### src/rtl/hazard_pkg.sv
// --------------------------------------------------
// Hazard control shared definitions
// --------------------------------------------------

package hazard_pkg;

    // --------------------------------------------------
    // Widths
    // --------------------------------------------------

    // Register number width, 32 architectural registers
    localparam int reg_w = 5;

    // Width of each event counter, which wraps on overflow
    localparam int cnt_w = 16;

    // --------------------------------------------------
    // Instruction classes
    // --------------------------------------------------

    // Decoded class of the instruction sitting in ID.
    // The class is all the hazard logic needs to know about which
    // fields are sources and which one is the destination
    typedef enum logic [2:0] {
        // Bubble, reads and writes nothing
        ic_nop    = 3'd0,
        // R-type arithmetic, reads rs and rt, writes rd
        ic_alu    = 3'd1,
        // Load word, reads rs for the address and writes rt
        ic_load   = 3'd2,
        // Store word, reads rs and rt, writes nothing
        ic_store  = 3'd3,
        // beq or bne, compares rs with rt
        ic_branch = 3'd4,
        // Register jump, reads rs only
        ic_jr     = 3'd5,
        // j or jal, no register traffic in this pipeline
        ic_jump   = 3'd6
    } instr_class_t;

    // Code 3'd7 is unused and behaves like a bubble everywhere

endpackage

### src/rtl/pipe_dest_tracker.sv
// --------------------------------------------------
// In-flight destination tracker
// --------------------------------------------------

module pipe_dest_tracker import hazard_pkg::*; (
    input  logic             clk,
    input  logic             rst,
    input  instr_class_t     id_class,
    input  logic [reg_w-1:0] id_rt,
    input  logic [reg_w-1:0] id_rd,
    input  logic             bubble,
    output logic             id_ex_load,
    output logic             id_ex_branch,
    output logic [reg_w-1:0] id_ex_dest,
    output logic             ex_mem_write,
    output logic [reg_w-1:0] ex_mem_dest,
    output logic             mem_wb_write,
    output logic [reg_w-1:0] mem_wb_dest
);

    // Destination and write flag of the instruction in ID
    logic [reg_w-1:0] id_dest;
    logic             id_is_writer;
    logic             id_writes;

    // Write flag of the ID/EX stage, only needed to feed EX/MEM
    logic             id_ex_write;

    // --------------------------------------------------
    // Decode of the ID instruction
    // --------------------------------------------------

    always_comb begin
        // Loads write rt while ALU ops write rd
        id_dest      = (id_class == ic_load) ? id_rt : id_rd;
        id_is_writer = (id_class == ic_alu) || (id_class == ic_load);
        // A write to r0 is dropped here so no later stage needs an r0 check
        id_writes    = id_is_writer && (id_dest != '0);
    end

    // --------------------------------------------------
    // Stage flags
    // --------------------------------------------------

    always_ff @(posedge clk) begin
        if (rst) begin
            id_ex_write  <= 1'b0;
            id_ex_load   <= 1'b0;
            id_ex_branch <= 1'b0;
            ex_mem_write <= 1'b0;
            mem_wb_write <= 1'b0;
        end else begin
            // A bubble enters ID/EX in place of the ID instruction on a stall or flush
            id_ex_write  <= id_writes && !bubble;
            // The load flag marks only loads that really write a register
            id_ex_load   <= id_writes && (id_class == ic_load) && !bubble;
            id_ex_branch <= (id_class == ic_branch) && !bubble;
            // Later stages simply shift
            ex_mem_write <= id_ex_write;
            mem_wb_write <= ex_mem_write;
        end
    end

    // --------------------------------------------------
    // Stage destinations
    // --------------------------------------------------

    // Register numbers are only meaningful next to a set flag
    always_ff @(posedge clk) begin
        id_ex_dest  <= id_dest;
        ex_mem_dest <= id_ex_dest;
        mem_wb_dest <= ex_mem_dest;
    end

endmodule

### src/rtl/stall_detector.sv
// --------------------------------------------------
// Stall cause detection
// --------------------------------------------------

module stall_detector import hazard_pkg::*; (
    input  instr_class_t     id_class,
    input  logic [reg_w-1:0] id_rs,
    input  logic [reg_w-1:0] id_rt,
    input  logic             id_ex_load,
    input  logic [reg_w-1:0] id_ex_dest,
    input  logic             ex_mem_write,
    input  logic [reg_w-1:0] ex_mem_dest,
    input  logic             mem_wb_write,
    input  logic [reg_w-1:0] mem_wb_dest,
    output logic             load_use,
    output logic             branch_dep,
    output logic             jr_dep
);

    // Which source fields the ID instruction really reads
    logic uses_rs;
    logic uses_rt;

    // Matches against the writing instructions further down the pipe
    logic dep_exmem_rs;
    logic dep_exmem_rt;
    logic dep_memwb_rs;
    logic dep_memwb_rt;

    always_comb begin
        // rs is an operand of everything except a bubble or a jump
        uses_rs = (id_class == ic_alu) || (id_class == ic_load) ||
                  (id_class == ic_store) || (id_class == ic_branch) ||
                  (id_class == ic_jr);
        // For a load rt is the destination, so it does not count
        uses_rt = (id_class == ic_alu) || (id_class == ic_store) ||
                  (id_class == ic_branch);
    end

    // The tracker already cleared any write to r0
    always_comb begin
        dep_exmem_rs = ex_mem_write && (ex_mem_dest == id_rs);
        dep_exmem_rt = ex_mem_write && (ex_mem_dest == id_rt);
        dep_memwb_rs = mem_wb_write && (mem_wb_dest == id_rs);
        dep_memwb_rt = mem_wb_write && (mem_wb_dest == id_rt);
    end

    always_comb begin
        // Classic load-use case, the loaded value is not ready for EX
        load_use   = id_ex_load &&
                     ((uses_rs && (id_ex_dest == id_rs)) ||
                      (uses_rt && (id_ex_dest == id_rt)));
        // Branches compare in ID and need both operands written back
        branch_dep = (id_class == ic_branch) &&
                     (dep_exmem_rs || dep_exmem_rt || dep_memwb_rs || dep_memwb_rt);
        // jr only waits on rs
        jr_dep     = (id_class == ic_jr) && (dep_exmem_rs || dep_memwb_rs);
    end

endmodule

### src/rtl/redirect_detector.sv
// --------------------------------------------------
// Redirect detection
// --------------------------------------------------

module redirect_detector import hazard_pkg::*; (
    input  instr_class_t id_class,
    input  logic         ex_branch_taken,
    input  logic         id_ex_branch,
    output logic         branch_redirect,
    output logic         jump_redirect
);

    // --------------------------------------------------
    // Taken branch resolved in EX
    // --------------------------------------------------

    // The taken strobe only counts when a branch really sits in EX.
    // A stray strobe next to a bubble or an ALU op is ignored
    always_comb begin
        branch_redirect = ex_branch_taken && id_ex_branch;
    end

    // --------------------------------------------------
    // Unconditional jump in ID
    // --------------------------------------------------

    // j and jal resolve in ID, so only the fetch behind them is wrong-path
    always_comb begin
        jump_redirect = (id_class == ic_jump);
    end

endmodule

### src/rtl/hazard_arbiter.sv
// --------------------------------------------------
// Hazard priority and event counters
// --------------------------------------------------

module hazard_arbiter import hazard_pkg::*; (
    input  logic             clk,
    input  logic             rst,
    input  logic             load_use,
    input  logic             branch_dep,
    input  logic             jr_dep,
    input  logic             branch_redirect,
    input  logic             jump_redirect,
    output logic             pc_write,
    output logic             if_id_write,
    output logic             control_mux_sel,
    output logic             if_flush,
    output logic             id_flush,
    output logic             bubble,
    output logic [cnt_w-1:0] stall_cycles,
    output logic [cnt_w-1:0] redirect_count
);

    logic any_redirect;
    logic any_stall;
    // High when a stall cause is present and no redirect overrides it
    logic stall_win;

    always_comb begin
        any_redirect = branch_redirect || jump_redirect;
        any_stall    = load_use || branch_dep || jr_dep;
        stall_win    = any_stall && !any_redirect;
    end

    // --------------------------------------------------
    // Pipeline controls
    // --------------------------------------------------

    always_comb begin
        // A redirect wins, otherwise the stalled instruction would hold the
        // wrong-path fetch forever
        if_flush        = any_redirect;
        // Only a branch from EX kills the instruction already in ID
        id_flush        = branch_redirect;
        // Hold PC and IF/ID and send zero controls into ID/EX on a stall
        pc_write        = !stall_win;
        if_id_write     = !stall_win;
        control_mux_sel = !stall_win;
        // ID/EX receives nothing useful on a stall or when ID is flushed
        bubble          = stall_win || branch_redirect;
    end

    // --------------------------------------------------
    // Event counters
    // --------------------------------------------------

    always_ff @(posedge clk) begin
        if (rst) begin
            stall_cycles   <= '0;
            redirect_count <= '0;
        end else begin
            if (stall_win)
                stall_cycles <= stall_cycles + 1'b1;
            if (any_redirect)
                redirect_count <= redirect_count + 1'b1;
        end
    end

endmodule

### src/rtl/hazard_unit_top.sv
// --------------------------------------------------
// Hazard control unit
// --------------------------------------------------

module hazard_unit_top import hazard_pkg::*; (
    input  logic             clk,
    input  logic             rst,
    input  instr_class_t     id_class,
    input  logic [reg_w-1:0] id_rs,
    input  logic [reg_w-1:0] id_rt,
    input  logic [reg_w-1:0] id_rd,
    input  logic             ex_branch_taken,
    output logic             pc_write,
    output logic             if_id_write,
    output logic             control_mux_sel,
    output logic             if_flush,
    output logic             id_flush,
    output logic [cnt_w-1:0] stall_cycles,
    output logic [cnt_w-1:0] redirect_count
);

    // Tracker state seen by the detectors
    logic             id_ex_load;
    logic             id_ex_branch;
    logic [reg_w-1:0] id_ex_dest;
    logic             ex_mem_write;
    logic [reg_w-1:0] ex_mem_dest;
    logic             mem_wb_write;
    logic [reg_w-1:0] mem_wb_dest;

    // Detector results and the bubble fed back to the tracker
    logic load_use;
    logic branch_dep;
    logic jr_dep;
    logic branch_redirect;
    logic jump_redirect;
    logic bubble;

    pipe_dest_tracker pipe_dest_tracker_inst (
        .clk          (clk),
        .rst          (rst),
        .id_class     (id_class),
        .id_rt        (id_rt),
        .id_rd        (id_rd),
        .bubble       (bubble),
        .id_ex_load   (id_ex_load),
        .id_ex_branch (id_ex_branch),
        .id_ex_dest   (id_ex_dest),
        .ex_mem_write (ex_mem_write),
        .ex_mem_dest  (ex_mem_dest),
        .mem_wb_write (mem_wb_write),
        .mem_wb_dest  (mem_wb_dest)
    );

    stall_detector stall_detector_inst (
        .id_class     (id_class),
        .id_rs        (id_rs),
        .id_rt        (id_rt),
        .id_ex_load   (id_ex_load),
        .id_ex_dest   (id_ex_dest),
        .ex_mem_write (ex_mem_write),
        .ex_mem_dest  (ex_mem_dest),
        .mem_wb_write (mem_wb_write),
        .mem_wb_dest  (mem_wb_dest),
        .load_use     (load_use),
        .branch_dep   (branch_dep),
        .jr_dep       (jr_dep)
    );

    redirect_detector redirect_detector_inst (
        .id_class        (id_class),
        .ex_branch_taken (ex_branch_taken),
        .id_ex_branch    (id_ex_branch),
        .branch_redirect (branch_redirect),
        .jump_redirect   (jump_redirect)
    );

    hazard_arbiter hazard_arbiter_inst (
        .clk             (clk),
        .rst             (rst),
        .load_use        (load_use),
        .branch_dep      (branch_dep),
        .jr_dep          (jr_dep),
        .branch_redirect (branch_redirect),
        .jump_redirect   (jump_redirect),
        .pc_write        (pc_write),
        .if_id_write     (if_id_write),
        .control_mux_sel (control_mux_sel),
        .if_flush        (if_flush),
        .id_flush        (id_flush),
        .bubble          (bubble),
        .stall_cycles    (stall_cycles),
        .redirect_count  (redirect_count)
    );

endmodule

### config.mk
export PLATFORM = sky130hd
export DESIGN_NAME = hazard_unit_top
export DESIGN_NICKNAME = d
export VERILOG_FILES = /design/src/rtl/hazard_pkg.sv /design/src/rtl/pipe_dest_tracker.sv /design/src/rtl/stall_detector.sv /design/src/rtl/redirect_detector.sv /design/src/rtl/hazard_arbiter.sv /design/src/rtl/hazard_unit_top.sv
export SDC_FILE = /design/constraint.sdc
export NUM_CORES = 1
export LEC_CHECK = 0
export BUFFER_PORTS_ARGS = -buffer_cell sky130_fd_sc_hd__buf_2
export CORE_MARGIN = 10
export CORE_UTILIZATION = 48
export DETAILED_ROUTE_END_ITERATION = 10
export GPL_ROUTABILITY_DRIVEN = 0
export PLACE_DENSITY = 0.79
export SLEW_MARGIN = 20
export SYNTH_ARGS = -nofsm -noshare
export SYNTH_HDL_FRONTEND = slang
export SYNTH_SLANG_ARGS = --single-unit
### constraint.sdc
create_clock -name clk -period 2 [get_ports clk]
set_input_delay 0.2 -clock clk [delete_from_list [all_inputs] [get_ports clk]]
set_output_delay 0.2 -clock clk [all_outputs]
set_load 0.01 [all_outputs]
# Word level (Yosys, flattened, before mapping)

Cells that the tools add are included.

$add $sub $neg: 2
Reduce and logical (&&, ||, !) cells: 35
Mux-type cells: 1
Equal/unequal tests: 12

Operators with widths:

| kind                                                | number |
|---|---|
| adder 16 x 1 -> 16 bit, second input constant       | 2 |
| equality test 5 bit                                 | 6 |
| logical AND 1 bit                                   | 16 |
| logical OR 1 bit                                    | 15 |
| equality test 3 bit, second input constant          | 3 |
| equality test 3 x 2 -> 1 bit, second input constant | 2 |
| 2-to-1 mux 5 bit                                    | 1 |
| nonzero test 5 bit                                  | 1 |
| equality test 3 x 1 -> 1 bit, second input constant | 1 |
| logical NOT 1 bit                                   | 3 |

Input port bits: 21
Output and inout bits: 37
Word-level logic and storage cells: 60
Flip-flop bits (word level): 52

# Logic depth before layout (Yosys ltp)

Word-level depth: 14
Mapped depth: 9
Depth with buffers taken out: 7

# Cells and area by module

A second synthesis with hierarchy kept.

Cell total of the unflattened synthesis: 259
Area, all modules: 2443.6 um2

Modules (own cells, without submodules):

| module            | seq. area each (um2) | area an instance (um2) | instances | cells an instance |
|---|---|---|---|---|
| hazard_arbiter    | 640.6                | 1486.4                 | 1         | 168 |
| pipe_dest_tracker | 400.4                | 555.5                  | 1         | 39 |
| stall_detector    | 0.0                  | 386.6                  | 1         | 50 |
| redirect_detector | 0.0                  | 15.0                   | 1         | 2 |

# Least setup slack after synthesis

Ideal clock, no wire load.

Path kind: input-to-reg
From: input id_class[1]
To: register hazard_arbiter_inst.stall_cycles[15]
Setup time: 71 ps
Setup slack: -196 ps
Required time: 1929 ps
Stages: 9
Buffers on the path: 2
Arrival: 2125 ps
Path through: buf_2 or3b_1 nor4_1 nand4_1 and4_4 and2_4 buf_6 or4_1 a21oi_1

Word-level cells in the longest chain between the ends: 11
Elaborated cells on any way between the ends: 23
Those cells by class: eq/ne (6); reduce/logical (17)

Ends and longest elaborated chain:

| element                                                                             | RTL line                                   | RTL |
|---|---|---|
| start, declared                                                                     | hazard_unit_top.sv:8                       | `input instr_class_t id_class,` |
| equality test 3 x 1 -> 1 bit / equality test 3 x 2 -> 1 bit (equally long branches) | stall_detector.sv:32, stall_detector.sv:36 |  |
| logical OR 1 bit (2 in series)                                                      | stall_detector.sv:32                       | `uses_rs = (id_class == ic_alu) \|\| (id_class == ic_load) \|\|` |
| logical OR 1 bit (2 in series)                                                      | stall_detector.sv:33                       | `(id_class == ic_store) \|\| (id_class == ic_branch) \|\|` |
| logical AND 1 bit                                                                   | stall_detector.sv:51                       | `((uses_rs && (id_ex_dest == id_rs)) \|\|` |
| logical OR 1 bit                                                                    | stall_detector.sv:51                       |  |
| logical AND 1 bit                                                                   | stall_detector.sv:50                       | `load_use = id_ex_load &&` |
| logical OR 1 bit (2 in series)                                                      | hazard_arbiter.sv:30                       | `any_stall = load_use \|\| branch_dep \|\| jr_dep;` |
| logical AND 1 bit *                                                                 | hazard_arbiter.sv:31                       | `stall_win = any_stall && !any_redirect;` |
| end signal, assigned                                                                | hazard_arbiter.sv:62                       | `stall_cycles <= stall_cycles + 1'b1;` |
| end, declared                                                                       | hazard_arbiter.sv:19                       | `output logic [cnt_w-1:0] stall_cycles,` |

Every way passes the cells marked *; elsewhere a longest branch is shown, timed or not.
A chain may end at the register's enable or synchronous reset.

# Worst setup path after layout

From: register pipe_dest_tracker_inst.mem_wb_dest[1]
To: output if_id_write

Word-level cells in the longest chain between the ends: 9
Elaborated cells on any way between the ends: 13
Those cells by class: eq/ne (2); reduce/logical (11)

Ends and longest elaborated chain:

| element                        | RTL line                | RTL |
|---|---|---|
| start, declared                | pipe_dest_tracker.sv:18 | `output logic [reg_w-1:0] mem_wb_dest` |
| start signal, assigned         | pipe_dest_tracker.sv:72 | `mem_wb_dest <= ex_mem_dest;` |
| equality test 5 bit            | stall_detector.sv:44    | `dep_memwb_rs = mem_wb_write && (mem_wb_dest == id_rs);` |
| logical AND 1 bit              | stall_detector.sv:44    |  |
| logical OR 1 bit (2 in series) | stall_detector.sv:55    | `(dep_exmem_rs \|\| dep_exmem_rt \|\| dep_memwb_rs \|\| dep_memwb_rt);` |
| logical AND 1 bit              | stall_detector.sv:54    | `branch_dep = (id_class == ic_branch) &&` |
| logical OR 1 bit               | hazard_arbiter.sv:30    |  |
| logical OR 1 bit *             | hazard_arbiter.sv:30    |  |
| logical AND 1 bit *            | hazard_arbiter.sv:31    |  |
| logical NOT 1 bit *            | hazard_arbiter.sv:46    | `if_id_write = !stall_win;` |
| end, declared                  | hazard_unit_top.sv:14   | `output logic if_id_write,` |

Marks and branches as above.

==> report_table.html <==
<table>
<tr><th>Metric</th><th>Value</th></tr>
<tr><th colspan="2">Yosys</th></tr>
<tr><td>Simple logic cell fraction of the synthesized area</td><td>0.213</td></tr>
<tr><td>Post-synthesis instance area</td><td>2450 µm²</td></tr>
<tr><td>FF+latch count, synth</td><td>52</td></tr>
<tr><td>Synth Warn #</td><td>0</td></tr>
<tr><td>Gate count of the mapped netlist</td><td>265</td></tr>
<tr><td>Count of cell types in the netlist</td><td>38</td></tr>
<tr><td>Fraction of post-synthesis cell area in the top cell type by area</td><td>0.424</td></tr>
<tr><td>Compound-cell area share of the yosys netlist</td><td>0.0781</td></tr>
<tr><td>Most used DFF post-synth</td><td>dfxtp_1</td></tr>
<tr><td>Synth Area in Adders</td><td>0.0102</td></tr>
<tr><td>Leading post-synthesis cells by cell area</td><td>dfxtp_1 42%, xnor2_1 10%, xor2_1 9.3%, nor2_1 5.2%, nand4_1 3.1%</td></tr>
<tr><td>Top cell type by total area after synthesis</td><td>dfxtp_1</td></tr>
<tr><td>Total nets after synthesis</td><td>288</td></tr>
<tr><td>Number of enable-type register cells in the synthesized netlist</td><td>0</td></tr>
<tr><td>Syn Area/Cell</td><td>9.25 µm²</td></tr>
<tr><td>Share of synthesized flip-flops with an asynchronous set or reset</td><td>0</td></tr>
<tr><td>Sequential share of the synthesized area</td><td>0.424</td></tr>
<tr><td>Combinational family with the most area after synthesis</td><td>simple AND/OR/NAND/NOR gates</td></tr>
<tr><td>Share of synthesized area spent on multiplexers</td><td>0.0357</td></tr>
<tr><td>Xor/xnor share of the synthesized area</td><td>0.196</td></tr>
<tr><th colspan="2">Routing</th></tr>
<tr><td>Average detailed-routed wire length per instance</td><td>15.3 µm</td></tr>
<tr><td>Remaining number of nets flagged by the antenna check after routing</td><td>0</td></tr>
<tr><td>Number of violations reported at the end of detailed-routing iteration 0</td><td>131</td></tr>
<tr><td>DR pass1 iterations</td><td>4</td></tr>
<tr><td>DR vias</td><td>2155</td></tr>
<tr><td>Via/cell ratio</td><td>5.27</td></tr>
<tr><td>Final wirelength</td><td>6280 µm</td></tr>
<tr><td>Number of remaining DRC errors</td><td>0</td></tr>
<tr><th colspan="2">Floorplan</th></tr>
<tr><td>Row count</td><td>25</td></tr>
<tr><td>Width of the die</td><td>91.5 µm</td></tr>
<tr><td>Initial core utilization</td><td>0.506</td></tr>
<tr><td>Height of the die</td><td>91.5 µm</td></tr>
<tr><td>Area enclosed by the die boundary</td><td>8370 µm²</td></tr>
<tr><td>Area inside the core boundary</td><td>4850 µm²</td></tr>
<tr><td>I/O pin count</td><td>58</td></tr>
<tr><th colspan="2">STA</th></tr>
<tr><td>Setup violation total in the final timing report</td><td>8</td></tr>
<tr><td>Worst slew pin tran</td><td>0.549 ns</td></tr>
<tr><td>Post-layout min period</td><td>2.09 ns</td></tr>
<tr><td>RSZ-0062 raised after global routing</td><td>true</td></tr>
<tr><td>Worst clock skew</td><td>0.0121 ns</td></tr>
<tr><td>Max Transition Viols Final</td><td>0</td></tr>
<tr><td>Final-report hold violation count</td><td>0</td></tr>
<tr><td>PnR worst setup slack</td><td>-0.0884 ns</td></tr>
<tr><td>Slew HR</td><td>0.633</td></tr>
<tr><td>Maximum clock rate</td><td>479 MHz</td></tr>
<tr><td>Period Utilization, post-route</td><td>1.04</td></tr>
<tr><th colspan="2">Layout</th></tr>
<tr><td>Antenna diode count</td><td>0</td></tr>
<tr><td>Most common library cell in the layout ignoring fill and taps</td><td>buf_2</td></tr>
<tr><td>Finished Core Util</td><td>0.664</td></tr>
<tr><td>Multi-input gate area</td><td>1460 µm²</td></tr>
<tr><td>Count of filler cells inserted in the layout</td><td>376</td></tr>
<tr><td>Area taken by flip-flops and latches</td><td>1050 µm²</td></tr>
<tr><td>Net count reported at finish</td><td>364</td></tr>
<tr><td>Top library cells by usage in the layout, fill and taps aside</td><td>54 x buf_2, 44 x dfxtp_1, 34 x nor2_1, 29 x xnor2_1, 24 x xor2_1</td></tr>
<tr><td>Proportion of layout cells with a drive suffix above 1</td><td>0.374</td></tr>
<tr><td>Synthesis-to-finish area growth</td><td>31.2%</td></tr>
<tr><td>Final design area excluding fillers</td><td>3220 µm²</td></tr>
<tr><th colspan="2">CTS</th></tr>
<tr><td>Cts bufs inserted</td><td>5</td></tr>
<tr><td>TritonCTS clock tree</td><td>built</td></tr>
<tr><td>Clock slew at the register clock pins of the worst setup and hold paths</td><td>0.10 ns</td></tr>
<tr><td>Clock root cell</td><td>clkbuf_8</td></tr>
<tr><td>Number of sinks on the clock net</td><td>52</td></tr>
<tr><td>Cts-stage hold buffer count</td><td>0</td></tr>
<tr><td>Deepest level of the CTS H-tree</td><td>2</td></tr>
<tr><td>Clock latency on the worst-skew pair</td><td>0.31 ns</td></tr>
<tr><td>Clock Tree Buf Depth</td><td>2</td></tr>
<tr><th colspan="2">Run</th></tr>
<tr><td>Max-capacitance violation count</td><td>0</td></tr>
<tr><th colspan="2">Global route</th></tr>
<tr><td>Grt ovf</td><td>0</td></tr>
<tr><td>Number of antenna violations at the first check in global routing</td><td>0</td></tr>
<tr><td>Global-route wire length before repair</td><td>10200 µm</td></tr>
<tr><td>Combined global-route utilization of all metal layers</td><td>0.143</td></tr>
<tr><td>Vias in the first global route</td><td>2157</td></tr>
<tr><td>Largest net degree at the start of global routing</td><td>20</td></tr>
<tr><th colspan="2">Worst setup path</th></tr>
<tr><td>Buf/Inv on CP</td><td>3</td></tr>
<tr><td>Critical-path top delay cell</td><td>dfxtp_2</td></tr>
<tr><td>Cell-by-cell listing of the critical path</td><td>xor2_2, nor4_2, nand4_1, and4_4, a21oi_2, buf_4, inv_4, buf_6</td></tr>
<tr><td>Largest fanout on the critical path</td><td>4</td></tr>
<tr><td>Critical Path AT</td><td>1.89 ns</td></tr>
<tr><td>Setup crit start kind</td><td>flop</td></tr>
<tr><td>Kind of capture point of the worst setup path</td><td>primary output</td></tr>
<tr><td>Required time of the critical path</td><td>1.80 ns</td></tr>
<tr><td>Type of the setup path with the least slack</td><td>reg -&gt; out</td></tr>
<tr><td>Top Family by Delay on Critical Path</td><td>simple AND/OR/NAND/NOR gates</td></tr>
<tr><td>CP peak stage delay</td><td>0.35 ns</td></tr>
<tr><th colspan="2">Run status</th></tr>
<tr><td>Violated checks</td><td>setup timing</td></tr>
<tr><td>Status</td><td>complete, but fails checks</td></tr>
<tr><th colspan="2">Min path</th></tr>
<tr><td>Hold Path Class</td><td>in -&gt; reg</td></tr>
<tr><th colspan="2">Placement</th></tr>
<tr><td>Placed wire-length estimate</td><td>4420 µm</td></tr>
<tr><td>PortBufs</td><td>57</td></tr>
<tr><td>Post-DP Area</td><td>2920 µm²</td></tr>
<tr><th colspan="2">Pwr</th></tr>
<tr><td>Largest vdd supply drop</td><td>0.452 mV</td></tr>
<tr><td>Leak pwr</td><td>1.30 nW</td></tr>
<tr><td>Power per cell area</td><td>591 nW/µm²</td></tr>
</table>
power by group:
| part | switching [mW] | internal (mW) | leakage, nW |
|---|---|---|---|
| combinational | 0.100 | 0.0891 | 0.827 |
| clock | 0.369 | 0.249 | 0.0445 |
| sequential | 0.0279 | 1.06 | 0.426 |
sequential cells by signal, summed over array words and instances (netlist names):
signal	count
hazard_arbiter_inst.redirect_count	16
hazard_arbiter_inst.stall_cycles	16
pipe_dest_tracker_inst.ex_mem_dest	5
pipe_dest_tracker_inst.id_ex_dest	5
pipe_dest_tracker_inst.mem_wb_dest	5
pipe_dest_tracker_inst.ex_mem_write	1
pipe_dest_tracker_inst.id_ex_branch	1
pipe_dest_tracker_inst.id_ex_load	1
pipe_dest_tracker_inst.id_ex_write	1
pipe_dest_tracker_inst.mem_wb_write	1
stage by stage:
| step | std cells | TNS (ns) | hold WS (ns) | setup WS, ns | power (mW) |
|---|---|---|---|---|---|
| floorplan | 265 | -0.00640 | 0.345 | -0.00235 | 1.22 |
| global placement | 397 | -0.0319 | 0.381 | -0.0166 | 1.28 |
| detailed placement | 397 | -0.290 | 0.383 | -0.0799 | 1.29 |
| CTS | 408 | -0.338 | 0.127 | -0.0886 | 1.89 |
| global route | 409 | -1.70 | 0.126 | -0.209 | 1.98 |
| finish | 409 | -0.469 | 0.126 | -0.0884 | 1.90 |
final cells by class:
class                           count  area share
Clock inverter                      3     0.00661
Clock buffer                        5      0.0214
Tap cell                           67      0.0260
Multi-Input combinational cell    192       0.453
Sequential cell                    52       0.327
Inverter                            9      0.0113
Timing Repair Buffer               81       0.156
cell families after synthesis:
logic type | after synthesis
simple gates | 101
compound gates | 26
xor+xnor | 55
fa+ha+maj | 2
mux | 8
buf+inv | 21
flops | 52
Yosys cell counts (all sizes together), types with 5 or more instances:
library cell   n
clkbuf         5
nand3         11
mux2           6
nor4           6
nor2          34
xor2          26
inv            9
a21oi          8
dfxtp         52
nand4         12
a211oi         7
buf            7
nand2         12
xnor2         29
timing repair:
item / CTS / global route
gates resized for setup: 11 / 25
setup endpoints to repair: 6 / 18
buffers inserted: 3 / 1
pin swaps: 9 / 15
per-layer routing:
metal,global-route usage,wire [µm],share of wire
met1,0.177,2730,0.44
met2,0.237,3110,0.50
met3,0.0412,386,0.061
met4,0.0326,50,0.0080
met5,0,0,0
worst paths after layout:
kind / slack (ns) / cells past startpoint / start / endpoint
worst max register to register: -0.09 / 8 / pipe_dest_tracker_inst.mem_wb_dest[1] / hazard_arbiter_inst.stall_cycles[3]
worst min register to register: 0.39 / 0 / pipe_dest_tracker_inst.id_ex_dest[2] / pipe_dest_tracker_inst.ex_mem_dest[2]
worst min-delay path: 0.13 / 2 / id_rd[4] / pipe_dest_tracker_inst.id_ex_dest[4]
worst max-delay path: -0.09 / 8 / pipe_dest_tracker_inst.mem_wb_dest[1] / if_id_write
Power figures use the tool's default switching activity.
